[src/ro_mem_pkg.sv]
package ro_mem_pkg;

   // cache line geometry, 4-byte words only
   localparam int LINE_WORDS = 16;
   localparam int LINE_BITS  = 512;
   localparam int WORD_BITS  = LINE_BITS / LINE_WORDS;
   localparam int ADDR_W     = 32;
   localparam int TAG_W      = 8;   // free list hands out the low bits

   typedef logic [LINE_WORDS-1:0] word_mask_t;  // one bit per word of a line

   typedef logic [TAG_W-1:0] mem_tag_t;

   // read address channel
   typedef struct packed {
      logic [ADDR_W-1:0] addr;   // byte address, word aligned
      mem_tag_t          tag;
   } ar_req_t;

   // read data channel, one full line per beat
   typedef struct packed {
      mem_tag_t             tag;
      logic [LINE_BITS-1:0] data;
   } r_beat_t;

endpackage

[src/ro_task_pkg.sv]
package ro_task_pkg;

   typedef logic [31:0] task_t;       // opaque to this stage
   typedef logic [5:0]  burst_len_t;  // 1..32 words
   typedef logic [4:0]  word_idx_t;
   typedef logic [2:0]  thread_id_t;  // up to 8 threads

   typedef struct packed {
      task_t                           tsk;
      logic [ro_mem_pkg::ADDR_W-1:0]   addr;
      burst_len_t                      len;
   } task_req_t;

   // one outstanding line read
   typedef struct packed {
      thread_id_t              thread;
      ro_mem_pkg::word_mask_t  mask;
      word_idx_t               start_idx;  // task index of the first masked word
      logic                    last_line;
   } mshr_entry_t;

   typedef struct packed {
      task_t      tsk;
      logic [31:0] data;
      word_idx_t  idx;
      logic       last;
   } out_beat_t;

   typedef enum logic {SPLIT_IDLE, SPLIT_ISSUE} split_state_t;

   typedef enum logic {UNPACK_IDLE, UNPACK_EMIT} unpack_state_t;

endpackage

[src/free_list.sv]
`timescale 1ns/1ps

module free_list #(
   parameter int LOG_DEPTH = 2,
   parameter int ID_W      = 3
) (
   input  logic                 clk,
   input  logic                 rstn,
   input  logic                 push,
   input  logic [ID_W-1:0]      push_id,
   input  logic                 pop,
   output logic [ID_W-1:0]      head_id,
   output logic                 empty,
   output logic                 full,
   output logic [LOG_DEPTH:0]   count
);

   localparam int DEPTH = 2 ** LOG_DEPTH;

   logic [ID_W-1:0]      ids [DEPTH];
   logic [LOG_DEPTH-1:0] rd_ptr;
   logic [LOG_DEPTH-1:0] wr_ptr;

   // list starts out holding every id, in order
   always_ff @(posedge clk) begin
      if (!rstn) begin
         for (int i = 0; i < DEPTH; i++) begin
            ids[i] <= ID_W'(i);
         end
      end else if (push) begin
         ids[wr_ptr] <= push_id;
      end
   end

   always_ff @(posedge clk) begin
      if (!rstn) begin
         rd_ptr <= '0;
         wr_ptr <= '0;
         count  <= (LOG_DEPTH+1)'(DEPTH);
      end else begin
         if (pop) rd_ptr <= rd_ptr + 1'b1;
         if (push) wr_ptr <= wr_ptr + 1'b1;
         case ({push, pop})
            2'b10:   count <= count + 1'b1;
            2'b01:   count <= count - 1'b1;
            default: count <= count;
         endcase
      end
   end

   assign head_id = ids[rd_ptr];
   assign empty   = (count == '0);
   assign full    = (count == (LOG_DEPTH+1)'(DEPTH));  // every id returned

endmodule

[src/req_intake.sv]
`timescale 1ns/1ps

module req_intake #(
   parameter int N_THREADS = 4
) (
   input  logic                     clk,
   input  logic                     rstn,
   input  logic                     req_valid,
   output logic                     req_ready,
   input  ro_task_pkg::task_req_t   req,
   output logic                     start_valid,
   input  logic                     start_ready,
   output ro_task_pkg::thread_id_t  start_thread,
   output logic [31:0]              start_addr,
   output ro_task_pkg::burst_len_t  start_len,
   input  ro_task_pkg::thread_id_t  ctx_thread,
   output ro_task_pkg::task_t       ctx_task,
   input  logic                     thread_release,
   input  ro_task_pkg::thread_id_t  release_thread,
   output logic                     idle
);

   localparam int TW = $clog2(N_THREADS);

   ro_task_pkg::task_t      ctx_mem [N_THREADS];
   ro_task_pkg::thread_id_t thr_head;
   logic                    thr_empty;
   logic                    accept;

   free_list #(
      .LOG_DEPTH (TW),
      .ID_W      ($bits(ro_task_pkg::thread_id_t))
   ) i_thread_free_list (
      .clk     (clk),
      .rstn    (rstn),
      .push    (thread_release),
      .push_id (release_thread),
      .pop     (accept),
      .head_id (thr_head),
      .empty   (thr_empty),
      .full    (idle),     // all threads home
      .count   ()
   );

   // accept and handoff to the splitter are the same cycle
   assign start_valid  = req_valid & !thr_empty;
   assign req_ready    = !thr_empty & start_ready;
   assign accept       = req_valid & req_ready;
   assign start_thread = thr_head;
   assign start_addr   = req.addr;
   assign start_len    = req.len;

   always_ff @(posedge clk) begin
      if (accept) ctx_mem[thr_head[TW-1:0]] <= req.tsk;
   end

   assign ctx_task = ctx_mem[ctx_thread[TW-1:0]];

endmodule

[src/line_splitter.sv]
`timescale 1ns/1ps

module line_splitter #(
   parameter int LOG_N_TAGS = 3
) (
   input  logic                      clk,
   input  logic                      rstn,
   input  logic                      start_valid,
   output logic                      start_ready,
   input  ro_task_pkg::thread_id_t   start_thread,
   input  logic [31:0]               start_addr,
   input  ro_task_pkg::burst_len_t   start_len,
   output logic                      arvalid,
   input  logic                      arready,
   output ro_mem_pkg::ar_req_t       ar,
   output logic                      mshr_wr,
   output logic [LOG_N_TAGS-1:0]     mshr_wr_tag,
   output ro_task_pkg::mshr_entry_t  mshr_wr_entry,
   input  logic                      tag_free_valid,
   input  logic [LOG_N_TAGS-1:0]     tag_free
);

   ro_task_pkg::split_state_t state;
   logic [31:0]               cur_addr;
   ro_task_pkg::burst_len_t   rem_words;
   ro_task_pkg::word_idx_t    issued;
   ro_task_pkg::thread_id_t   cur_thread;

   logic [3:0]              off;
   logic [5:0]              room;
   logic [5:0]              take;
   logic                    last_line;
   ro_mem_pkg::word_mask_t  mask;
   logic [LOG_N_TAGS-1:0]   tag_head;
   logic                    tag_empty;
   logic                    ar_fire;

   free_list #(
      .LOG_DEPTH (LOG_N_TAGS),
      .ID_W      (LOG_N_TAGS)
   ) i_tag_free_list (
      .clk     (clk),
      .rstn    (rstn),
      .push    (tag_free_valid),
      .push_id (tag_free),
      .pop     (ar_fire),
      .head_id (tag_head),
      .empty   (tag_empty),
      .full    (),
      .count   ()
   );

   // words left in the current line vs. words left in the burst
   always_comb begin
      off       = cur_addr[5:2];
      room      = 6'(ro_mem_pkg::LINE_WORDS) - {2'b00, off};
      take      = (rem_words < room) ? rem_words : room;
      last_line = (rem_words <= room);
      for (int i = 0; i < ro_mem_pkg::LINE_WORDS; i++) begin
         mask[i] = (i >= int'(off)) && (i < int'(off) + int'(take));
      end
   end

   assign arvalid     = (state == ro_task_pkg::SPLIT_ISSUE) & !tag_empty;
   assign ar_fire     = arvalid & arready;
   assign start_ready = (state == ro_task_pkg::SPLIT_IDLE) | (ar_fire & last_line);

   always_comb begin
      ar.addr                  = cur_addr;
      ar.tag                   = '0;
      ar.tag[LOG_N_TAGS-1:0]   = tag_head;
      mshr_wr_entry.thread     = cur_thread;
      mshr_wr_entry.mask       = mask;
      mshr_wr_entry.start_idx  = issued;
      mshr_wr_entry.last_line  = last_line;
   end

   assign mshr_wr     = ar_fire;
   assign mshr_wr_tag = tag_head;

   always_ff @(posedge clk) begin
      if (!rstn) begin
         state <= ro_task_pkg::SPLIT_IDLE;
      end else if (start_valid & start_ready) begin
         state <= ro_task_pkg::SPLIT_ISSUE;
      end else if (ar_fire & last_line) begin
         state <= ro_task_pkg::SPLIT_IDLE;
      end
   end

   always_ff @(posedge clk) begin
      if (start_valid & start_ready) begin
         cur_addr   <= start_addr;
         rem_words  <= start_len;
         issued     <= '0;
         cur_thread <= start_thread;
      end else if (ar_fire) begin
         cur_addr  <= cur_addr + {24'd0, take, 2'b00};  // next line boundary
         rem_words <= rem_words - take;
         issued    <= issued + take[4:0];
      end
   end

endmodule

[src/mshr_table.sv]
`timescale 1ns/1ps

module mshr_table #(
   parameter int LOG_N_TAGS = 3
) (
   input  logic                      clk,
   input  logic                      wr,
   input  logic [LOG_N_TAGS-1:0]     wr_tag,
   input  ro_task_pkg::mshr_entry_t  wr_entry,
   input  logic [LOG_N_TAGS-1:0]     rd_tag,
   output ro_task_pkg::mshr_entry_t  rd_entry
);

   ro_task_pkg::mshr_entry_t entries [2**LOG_N_TAGS];

   // filled at issue time
   always_ff @(posedge clk) begin
      if (wr) entries[wr_tag] <= wr_entry;
   end

   // looked up in the response cycle
   assign rd_entry = entries[rd_tag];

endmodule

[src/word_unpacker.sv]
`timescale 1ns/1ps

module word_unpacker #(
   parameter int LOG_N_TAGS = 3
) (
   input  logic                      clk,
   input  logic                      rstn,
   input  logic                      rvalid,
   output logic                      rready,
   input  ro_mem_pkg::r_beat_t       r,
   output logic [LOG_N_TAGS-1:0]     mshr_rd_tag,
   input  ro_task_pkg::mshr_entry_t  mshr_rd_entry,
   output logic                      tag_free_valid,
   output logic [LOG_N_TAGS-1:0]     tag_free,
   output ro_task_pkg::thread_id_t   ctx_thread,
   input  ro_task_pkg::task_t        ctx_task,
   output logic                      out_valid,
   input  logic                      out_ready,
   output ro_task_pkg::out_beat_t    out,
   output logic                      thread_release,
   output ro_task_pkg::thread_id_t   release_thread
);

   ro_task_pkg::unpack_state_t       state;
   logic [ro_mem_pkg::LINE_BITS-1:0] data_q;
   ro_mem_pkg::word_mask_t           mask_q;
   ro_mem_pkg::word_mask_t           mask_next;
   ro_task_pkg::word_idx_t           widx_q;
   ro_task_pkg::thread_id_t          thread_q;
   logic                             last_line_q;
   logic [3:0]                       pos;
   logic                             r_fire;
   logic                             out_fire;
   logic                             final_word;

   assign r_fire      = rvalid & rready;
   assign mshr_rd_tag = r.tag[LOG_N_TAGS-1:0];

   // tag is free again once its entry has been captured
   assign tag_free_valid = r_fire;
   assign tag_free       = r.tag[LOG_N_TAGS-1:0];

   // lowest pending word
   always_comb begin
      pos = '0;
      for (int i = ro_mem_pkg::LINE_WORDS - 1; i >= 0; i--) begin
         if (mask_q[i]) pos = 4'(i);
      end
   end

   assign mask_next  = mask_q & (mask_q - 1'b1);
   assign out_valid  = (state == ro_task_pkg::UNPACK_EMIT);
   assign out_fire   = out_valid & out_ready;
   assign final_word = out_fire & (mask_next == '0);
   assign rready     = (state == ro_task_pkg::UNPACK_IDLE) | final_word;

   assign ctx_thread = thread_q;

   always_comb begin
      out.tsk  = ctx_task;
      out.data = data_q[pos*ro_mem_pkg::WORD_BITS +: ro_mem_pkg::WORD_BITS];
      out.idx  = widx_q;
      out.last = last_line_q & (mask_next == '0);  // single bit left in the final line
   end

   assign thread_release = out_fire & out.last;
   assign release_thread = thread_q;

   always_ff @(posedge clk) begin
      if (!rstn) begin
         state <= ro_task_pkg::UNPACK_IDLE;
      end else if (r_fire) begin
         state <= ro_task_pkg::UNPACK_EMIT;
      end else if (final_word) begin
         state <= ro_task_pkg::UNPACK_IDLE;
      end
   end

   always_ff @(posedge clk) begin
      if (r_fire) begin
         data_q      <= r.data;
         mask_q      <= mshr_rd_entry.mask;
         widx_q      <= mshr_rd_entry.start_idx;
         thread_q    <= mshr_rd_entry.thread;
         last_line_q <= mshr_rd_entry.last_line;
      end else if (out_fire) begin
         mask_q <= mask_next;
         widx_q <= widx_q + 5'd1;
      end
   end

endmodule

[src/ro_stage_top.sv]
`timescale 1ns/1ps

module ro_stage_top #(
   parameter int N_THREADS  = 4,
   parameter int LOG_N_TAGS = 3
) (
   input  logic                    clk,
   input  logic                    rstn,
   input  logic                    req_valid,
   output logic                    req_ready,
   input  ro_task_pkg::task_req_t  req,
   output logic                    arvalid,
   input  logic                    arready,
   output ro_mem_pkg::ar_req_t     ar,
   input  logic                    rvalid,
   output logic                    rready,
   input  ro_mem_pkg::r_beat_t     r,
   output logic                    out_valid,
   input  logic                    out_ready,
   output ro_task_pkg::out_beat_t  out,
   output logic                    idle
);

   logic                      start_valid;
   logic                      start_ready;
   ro_task_pkg::thread_id_t   start_thread;
   logic [31:0]               start_addr;
   ro_task_pkg::burst_len_t   start_len;
   logic                      mshr_wr;
   logic [LOG_N_TAGS-1:0]     mshr_wr_tag;
   ro_task_pkg::mshr_entry_t  mshr_wr_entry;
   logic [LOG_N_TAGS-1:0]     mshr_rd_tag;
   ro_task_pkg::mshr_entry_t  mshr_rd_entry;
   logic                      tag_free_valid;
   logic [LOG_N_TAGS-1:0]     tag_free;
   ro_task_pkg::thread_id_t   ctx_thread;
   ro_task_pkg::task_t        ctx_task;
   logic                      thread_release;
   ro_task_pkg::thread_id_t   release_thread;

   req_intake #(.N_THREADS(N_THREADS)) i_req_intake (
      .clk            (clk),
      .rstn           (rstn),
      .req_valid      (req_valid),
      .req_ready      (req_ready),
      .req            (req),
      .start_valid    (start_valid),
      .start_ready    (start_ready),
      .start_thread   (start_thread),
      .start_addr     (start_addr),
      .start_len      (start_len),
      .ctx_thread     (ctx_thread),
      .ctx_task       (ctx_task),
      .thread_release (thread_release),
      .release_thread (release_thread),
      .idle           (idle)
   );

   line_splitter #(.LOG_N_TAGS(LOG_N_TAGS)) i_line_splitter (
      .clk            (clk),
      .rstn           (rstn),
      .start_valid    (start_valid),
      .start_ready    (start_ready),
      .start_thread   (start_thread),
      .start_addr     (start_addr),
      .start_len      (start_len),
      .arvalid        (arvalid),
      .arready        (arready),
      .ar             (ar),
      .mshr_wr        (mshr_wr),
      .mshr_wr_tag    (mshr_wr_tag),
      .mshr_wr_entry  (mshr_wr_entry),
      .tag_free_valid (tag_free_valid),
      .tag_free       (tag_free)
   );

   mshr_table #(.LOG_N_TAGS(LOG_N_TAGS)) i_mshr_table (
      .clk      (clk),
      .wr       (mshr_wr),
      .wr_tag   (mshr_wr_tag),
      .wr_entry (mshr_wr_entry),
      .rd_tag   (mshr_rd_tag),
      .rd_entry (mshr_rd_entry)
   );

   word_unpacker #(.LOG_N_TAGS(LOG_N_TAGS)) i_word_unpacker (
      .clk            (clk),
      .rstn           (rstn),
      .rvalid         (rvalid),
      .rready         (rready),
      .r              (r),
      .mshr_rd_tag    (mshr_rd_tag),
      .mshr_rd_entry  (mshr_rd_entry),
      .tag_free_valid (tag_free_valid),
      .tag_free       (tag_free),
      .ctx_thread     (ctx_thread),
      .ctx_task       (ctx_task),
      .out_valid      (out_valid),
      .out_ready      (out_ready),
      .out            (out),
      .thread_release (thread_release),
      .release_thread (release_thread)
   );

endmodule

[config.mk]
export PLATFORM = sky130hd
export DESIGN_NAME = ro_stage_top
export DESIGN_NICKNAME = d
export VERILOG_FILES = /design/src/ro_mem_pkg.sv /design/src/ro_task_pkg.sv /design/src/free_list.sv /design/src/req_intake.sv /design/src/line_splitter.sv /design/src/mshr_table.sv /design/src/word_unpacker.sv /design/src/ro_stage_top.sv
export SDC_FILE = /design/constraint.sdc
export NUM_CORES = 1
export LEC_CHECK = 0
export ABC_AREA = 0
export ABC_CLOCK_PERIOD_IN_PS = 9800
export CAP_MARGIN = 20
export CORE_AREA = 5 5 277 279
export DETAILED_ROUTE_END_ITERATION = 6
export DIE_AREA = 0 0 282 284
export DONT_BUFFER_PORTS = 1
export GPL_TIMING_DRIVEN = 0
export PLACE_DENSITY = 0.68
export SYNTH_ARGS = -nofsm -noshare
export SYNTH_HDL_FRONTEND = slang
export SYNTH_SLANG_ARGS = --single-unit
[constraint.sdc]
create_clock -name clk -period 9.8 [get_ports clk]
set_input_delay 1.96 -clock clk [delete_from_list [all_inputs] [get_ports clk]]
set_output_delay 1.96 -clock clk [all_outputs]
set_load 0.005 [all_outputs]
==> flow_summary.toml, run 1 <==
[min_path]
hold_depth = 2
min_path_type = "flip-flop to flip-flop"

[critical_path]
critPathKind = "flip-flop to output pin"
ff2ff_path_depth = 19
crit_path_end_kind = "output pin"
crit_fanout = 10
start_kind = "flip-flop"
required_ps = 7840
critical_path_arrival_ps = 4760
rrSetupSlack_ps = 4100

[finish]
drive_gt1_share_pct = 12.66
fillers = 5517
layout_commonest_cell = "edfxtp_1"
layout.nets = 3215
syn_to_final_growth_pct = 13.47
final_cell_mix = "edfxtp_1 (928), nand2_1 (261), nand3_1 (115), clkbuf_1 (114), clkbuf_16 (102)"
seq_area_um2 = 28490
multi_input_area_um2 = 9838

[yosys]
synthesis.area_um2 = 38970
synthArstFlopShare_pct = 0
synth_area_per_cell_um2 = 15.85
ys_types = 74
yosysWarnings = 0
synthFlopType = "edfxtp_1"
ys_seq_elements = 959
synth_edf_count = 928
syn-instance-count = 2458
seq_area_frac_synth_pct = 73.11

[die]
die_width_um = 282
die_area_um2 = 80090
boundaryPins = 711
rows = 100
coreArea_um2 = 73950
initial_core_util_pct = 52.70
die_y_um = 284

[placed_design]
post-place-ws_ps = 3987
portBuffers = 0
place.gp.congestion = 0.9800
hpwl_mm = 95.37

[timing]
min_period_over_period_pct = 68.56
timing.fmax_mhz = 148.8
finalMaxSlewViolations = 0
hold_ws_ps = 506.2
slew_headroom_pct = 22.60
worstMarginPinSlew_ps = 1151
fin_setup_tns_ps = 0
period_needed_ps = 6719
worst_slack_ps = 3081
finalSetupViolCount = 0
rsz0062_at_grt = "false"
hold_viol = 0
skew_ps = 27.81

[route]
wirelength_mm = 126.4
vias = 23900
ant_nets = 0
drt_iter0_markers = 2856
drtPass1Iterations = 6
vias_per_cell = 6.364
wl_per_cell_um = 33.66
drc_errors = 0

[clock_network]
cts_tree = "yes"
clk_latency_ps = 670
postCtsSetupRepairBufs = 0
clock_sinks = 959
cts_root_buf = "clkbuf_16"
clock_path_buffers = 3
cts_buffers = 99
path_clk_slew_ps = 60
htree_num_levels = 3
cts_hold_buf = 0
post_cts_resized = 0

[global_routing]
grt_start_max_net_pins = 101
grt_pass1_wl_mm = 172.0
gr-total-overflow = 0
antenna_found_initial = 114
grt_pass1_vias = 22880
grt_usage_pct = 30.40

[status]
status = "finished, final reports clean"

[power_and_ir_drop]
p_leak_uw = 0.01452
max-vdd-ir-drop_mv = 0.2631
p_per_area_nw_per_um2 = 259.9
p_total_uw = 11490

[flow_run]
drv_cap = 0
[sequential cells by signal, indices dropped and copies added, names as in the netlist, 4 cells and up, named ones only]
register / cells
i_line_splitter.cur_addr: 32
i_line_splitter.i_tag_free_list.count: 4
i_line_splitter.i_tag_free_list.ids: 24
i_line_splitter.issued: 5
i_line_splitter.rem_words: 6
i_mshr_table.entries: 192
i_req_intake.ctx_mem: 128
i_req_intake.i_thread_free_list.ids: 8
i_word_unpacker.data_q: 512
i_word_unpacker.mask_q: 16
i_word_unpacker.widx_q: 5
[Yosys cell counts (all sizes together) (5+ instances only)]
library cell / count / area (um2)
o31ai: 7 / 52.55
a31oi: 31 / 193.9
edfxtp: 928 / 27870
nand2b: 7 / 43.79
nor4: 16 / 136.4
nand4: 19 / 118.9
inv: 37 / 138.9
dfxtp: 31 / 620.6
nand2: 264 / 996.0
nor3: 28 / 150.1
a2111oi: 8 / 76.32
nor2b: 14 / 87.58
fa: 5 / 100.1
a21o: 13 / 97.59
a32oi: 43 / 376.6
mux2i: 97 / 970.9
a32o: 15 / 150.1
and3: 54 / 337.8
buf: 48 / 244.0
nor2: 91 / 346.6
and2: 5 / 31.28
and4: 18 / 157.7
a22o: 14 / 122.6
ha: 30 / 375.4
a31o: 7 / 61.31
a211oi: 40 / 300.3
mux2: 10 / 112.6
o21ai: 104 / 520.5
clkbuf: 96 / 361.6
or2: 10 / 62.56
or3: 19 / 118.9
nand3: 116 / 585.6
a21oi: 51 / 255.2
mux4: 88 / 1982
a211o: 5 / 43.79
xnor2: 29 / 254.0
xor2: 21 / 183.9
[per-layer routing]
| layer | GRT usage [%] | vias up | routed length [um] |
|---|---|---|---|
| met5 | 0.5495 | - | 155 |
| met4 | 16.71 | 24 | 5878 |
| met3 | 11.66 | 305 | 15280 |
| met2 | 47.31 | 1490 | 61240 |
| met1 | 36.66 | 12030 | 43850 |
| li1 | - | 10050 | - |
[worst max-delay path, cell delays in order, from the launching register on]
cell and delay, ps:
edfxtp_1 480, nor2_1 130, o311a_1 330, o21a_1 190
clkbuf_1 290, nor2_2 360, buf_2 640, mux2i_1 450
a32o_1 330, nor4_1 890
[where the power goes]
part	total (uW)	internal [uW]	switching [uW]
clock network	3770	2160	1610
logic	2310	744	1570
registers	5420	5210	204
total	11500	8120	3380
[kinds of logic (layout without fill, tap and decap cells)]
group / Yosys count / after routing / synth area share, %
flops: 959 / 959 / 73.11
simple gates: 669 / 669 / 8.313
compound gates: 366 / 366 / 6.415
mux: 195 / 195 / 7.867
buf+inv: 182 / 388 / 1.920
xor+xnor: 50 / 50 / 1.124
fa+ha+maj: 36 / 36 / 1.246
other cells: 1 / 123 / 0.009623
[per-stage QoR]
stage	instances	cell area (um2)	utilization, %
after floorplan	2463	38990	-
after global placement	3432	40200	54.36
after detailed placement	3451	40640	54.96
after CTS	3637	43910	59.38
after global routing	3718	44120	59.67
final	3755	44220	59.80
[path summary, 6_finish.rpt]
path                                                                start                                        end
worst max-delay path                           i_word_unpacker.mask_q[14]                                    out[17]
worst max register to register                i_line_splitter.cur_addr[3]   i_req_intake.i_thread_free_list.count[2]
worst min-delay path            i_line_splitter.i_tag_free_list.rd_ptr[1]  i_line_splitter.i_tag_free_list.rd_ptr[1]
worst min register to register  i_line_splitter.i_tag_free_list.rd_ptr[1]  i_line_splitter.i_tag_free_list.rd_ptr[1]
[final cells by class]
cell class                      instances  area share (%)
Inverter                               38          0.3226
Buffer                                144           1.387
Antenna cell                          117          0.6621
Clock buffer                          121           5.934
Sequential cell                       959           64.43
Tap cell                              969           2.742
Timing Repair Buffer                   20          0.8178
Multi-Input combinational cell       1322           22.25
Clock inverter                         65           1.460
(Power assumes the default switching activity.)
==> run 2, diff against run 1 <==
--- a/config.mk
+++ b/config.mk
@@ -6,14 +6,14 @@
 export NUM_CORES = 1
 export LEC_CHECK = 0
 export ABC_AREA = 0
-export ABC_CLOCK_PERIOD_IN_PS = 9800
+export ABC_CLOCK_PERIOD_IN_PS = 5400
 export CAP_MARGIN = 20
-export CORE_AREA = 5 5 277 279
+export CORE_AREA = 5 5 276 278
 export DETAILED_ROUTE_END_ITERATION = 6
-export DIE_AREA = 0 0 282 284
+export DIE_AREA = 0 0 281 283
 export DONT_BUFFER_PORTS = 1
 export GPL_TIMING_DRIVEN = 0
-export PLACE_DENSITY = 0.68
+export PLACE_DENSITY = 0.71
 export SYNTH_ARGS = -nofsm -noshare
 export SYNTH_HDL_FRONTEND = slang
 export SYNTH_SLANG_ARGS = --single-unit
==> constraint.sdc (replaced) <==
create_clock -name clk -period 5.4 [get_ports clk]
set_input_delay 1.08 -clock clk [delete_from_list [all_inputs] [get_ports clk]]
set_output_delay 1.08 -clock clk [all_outputs]
set_load 0.005 [all_outputs]
==> run 2 against run 1 <==
- routed wire length is 1.9% higher
- largest cell class unchanged
- non-clock buffer count fell by 5
- via count rose by 1.9%
- combinational power increased by 90%
- clock-buffer cell count fell by 9
- clock power increased by 78%
- critical endpoint unchanged
- flip-flop and latch count stayed put
- setup slack got worse by 3000 ps
- core utilization up 0.13 points
- sequential power grew 81%
- design area decreased by 0.12%
==> flow_summary.toml, run 2 (synthesis gave the netlist of run 1 again) <==
[route]
ant_nets = 0
drc_errors = 0
vias_per_cell = 6.541
wl_per_cell_um = 34.61
vias = 24350
wirelength_mm = 128.8
drt_iter0_markers = 3462
drtPass1Iterations = 5

[finish]
fillers = 5454
final_cell_mix = "edfxtp_1 (928), nand2_1 (261), nand3_1 (114), clkbuf_16 (101), mux2i_1 (97)"
syn_to_final_growth_pct = 13.34
drive_gt1_share_pct = 13.70
final_area_um2 = 44160
regMostFlops = "i_word_unpacker.data_q"
layout_commonest_cell = "edfxtp_1"
layout.nets = 3209
largest_register_ffs = 512

[die]
die_width_um = 281
die_y_um = 283
boundaryPins = 711
coreArea_um2 = 73700
die_area_um2 = 79520
rows = 100
initial_core_util_pct = 52.88

[power_and_ir_drop]
p_leak_uw = 0.01454
combinationalPowerShare_pct = 20.9
switching_share_pct = 29.76
max-vdd-ir-drop_mv = 0.4590
p_per_area_nw_per_um2 = 473.5
power.switching_uw = 6223
p_seq_share_pct = 47.0
p_int_uw = 14690
clkPwrFrac_pct = 32.1

[critical_path]
crit_path_end_kind = "output pin"
ff2ff_path_depth = 17
r2r-end = "i_mshr_table.entries[2][6]"
crit_fanout = 10
cp_slowest_cell = "nor4_2"
rrSetupSlack_ps = 220
start_kind = "flip-flop"
critPathKind = "flip-flop to output pin"
r2r-start = "i_line_splitter.cur_addr[4]"
required_ps = 4320
critical_path_arrival_ps = 4200
crit_chain = "nor2_1 -> o311a_1 -> o21a_1 -> clkbuf_1 -> nor2_2 -> clkbuf_4 -> mux2i_1 -> a32o_1 -> nor4_2"
cpPeakStageDelay_ps = 620

[timing]
min_period_over_period_pct = 97.84
period_needed_ps = 5283
worst_slack_ps = 116.8
rsz0062_at_grt = "true"
slew_headroom_pct = 23.00
finalMaxSlewViolations = 0
hold_ws_ps = 502.4
hold_viol = 0
skew_ps = 61.95
worstMarginPinSlew_ps = 1155
timing.fmax_mhz = 189.3
finalSetupViolCount = 0

[placed_design]
placed_area_um2 = 40510
place.gp.congestion = 1.014
portBuffers = 0
hpwl_mm = 95.87
post-place-ws_ps = -360.3

[global_routing]
grt_start_max_net_pins = 165
grt_pass1_vias = 23190
grt_usage_pct = 31.06
antenna_found_initial = 94
grt_pass1_wl_mm = 176.0
gr-total-overflow = 0

[clock_network]
clk_latency_ps = 670
cts_tree = "yes"
clock_path_buffers = 3
path_clk_slew_ps = 60
clock_sinks = 959
cts_root_buf = "clkbuf_16"
htree_num_levels = 3
cts_buffers = 98

[flow_run]
drv_cap = 0

[min_path]
min_path_type = "input port to flip-flop"
hp-start = "r[231]"
hold_depth = 0
hold-path-endpoint = "i_word_unpacker.data_q[231]"

[status]
status = "finished, final reports clean"
[run 2: cell types whose count changed in the layout (fill, tap and decap cells not counted), sizes merged]
cell / delta
buf: -11
bufbuf: +1
clkbuf: -4
clkdlybuf4s15: +1
clkdlybuf4s18: -1
clkinv: -7
diode: -12
inv: +1
[run 2: timing repair]
action,in CTS,in global routing
hold buffers,0,0
hold endpoints to repair,0,0
gates resized for setup,15,39
setup buffers,1,1
cloned,1,1
setup endpoints to repair,145,230
pin swaps,0,1
[run 2: worst max-delay path by stage]
| stage | startpoint | end | slack, ps |
|---|---|---|---|
| 2_1_floorplan | i_line_splitter.cur_addr[4] | i_req_intake.ctx_mem[0][0] | 100 |
| 3_3_place_gp | i_line_splitter.cur_addr[3] | i_req_intake.ctx_mem[0][20] | -2760 |
| 3_5_place_dp | i_line_splitter.cur_addr[4] | i_req_intake.i_thread_free_list.count[2] | -360 |
| 4_1_cts | i_word_unpacker.mask_q[14] | out[25] | 10 |
| 5_1_grt | i_line_splitter.cur_addr[4] | i_mshr_table.entries[4][19] | -50 |
| 6_report | i_word_unpacker.mask_q[14] | out[17] | 120 |
[run 2: power by group through the flow]
stage	registers (uW)	clock network [uW]	logic, uW
2_1_floorplan	9830	0	2830
3_3_place_gp	9970	0	3880
3_5_place_dp	9990	0	4140
4_1_cts	9830	6740	4200
5_1_grt	9880	7070	4740
6_report	9830	6700	4380
[run 2: area by class of cell]
cell class / count / area [um2] / area share, %
flip-flops and latches: 959 / 28490 / 64.50
multi-input cells: 1322 / 9968 / 22.57
clock buffers: 112 / 2546 / 5.765
well taps: 969 / 1212 / 2.745
plain buffers: 142 / 644.4 / 1.459
clock inverters: 59 / 608.1 / 1.377
repair buffers: 17 / 292.8 / 0.6629
diodes: 105 / 262.8 / 0.5949
inverters: 38 / 142.6 / 0.3230
[run 2: routing by layer]
metal | wire (um) | global-route usage (%) | vias up
li1 | - | - | 10000
met1 | 45420 | 39.45 | 12380
met2 | 62540 | 49.70 | 1628
met3 | 14560 | 8.934 | 318
met4 | 6165 | 14.70 | 26
met5 | 165 | 0 | -
[run 2: critical path, delay by kind of cell, from the launching register on]
kind	cells	cell delay (ps)
flip-flops	1	520
buffers and inverters	2	680
AO/OA/AOI/OAI	3	900
multiplexers	1	350
AND/OR/NAND/NOR	3	1110
[run 2: metrics by stage]
stage	utilization, %	instances	TNS [ps]	power, uW
floorplan	-	2463	0	12660
global placement	54.57	3432	-220190	13850
detailed placement	54.96	3444	-12100	14130
CTS	59.37	3616	0	20770
global route	59.77	3676	-751.0	21690
finish	59.93	3723	0	20910
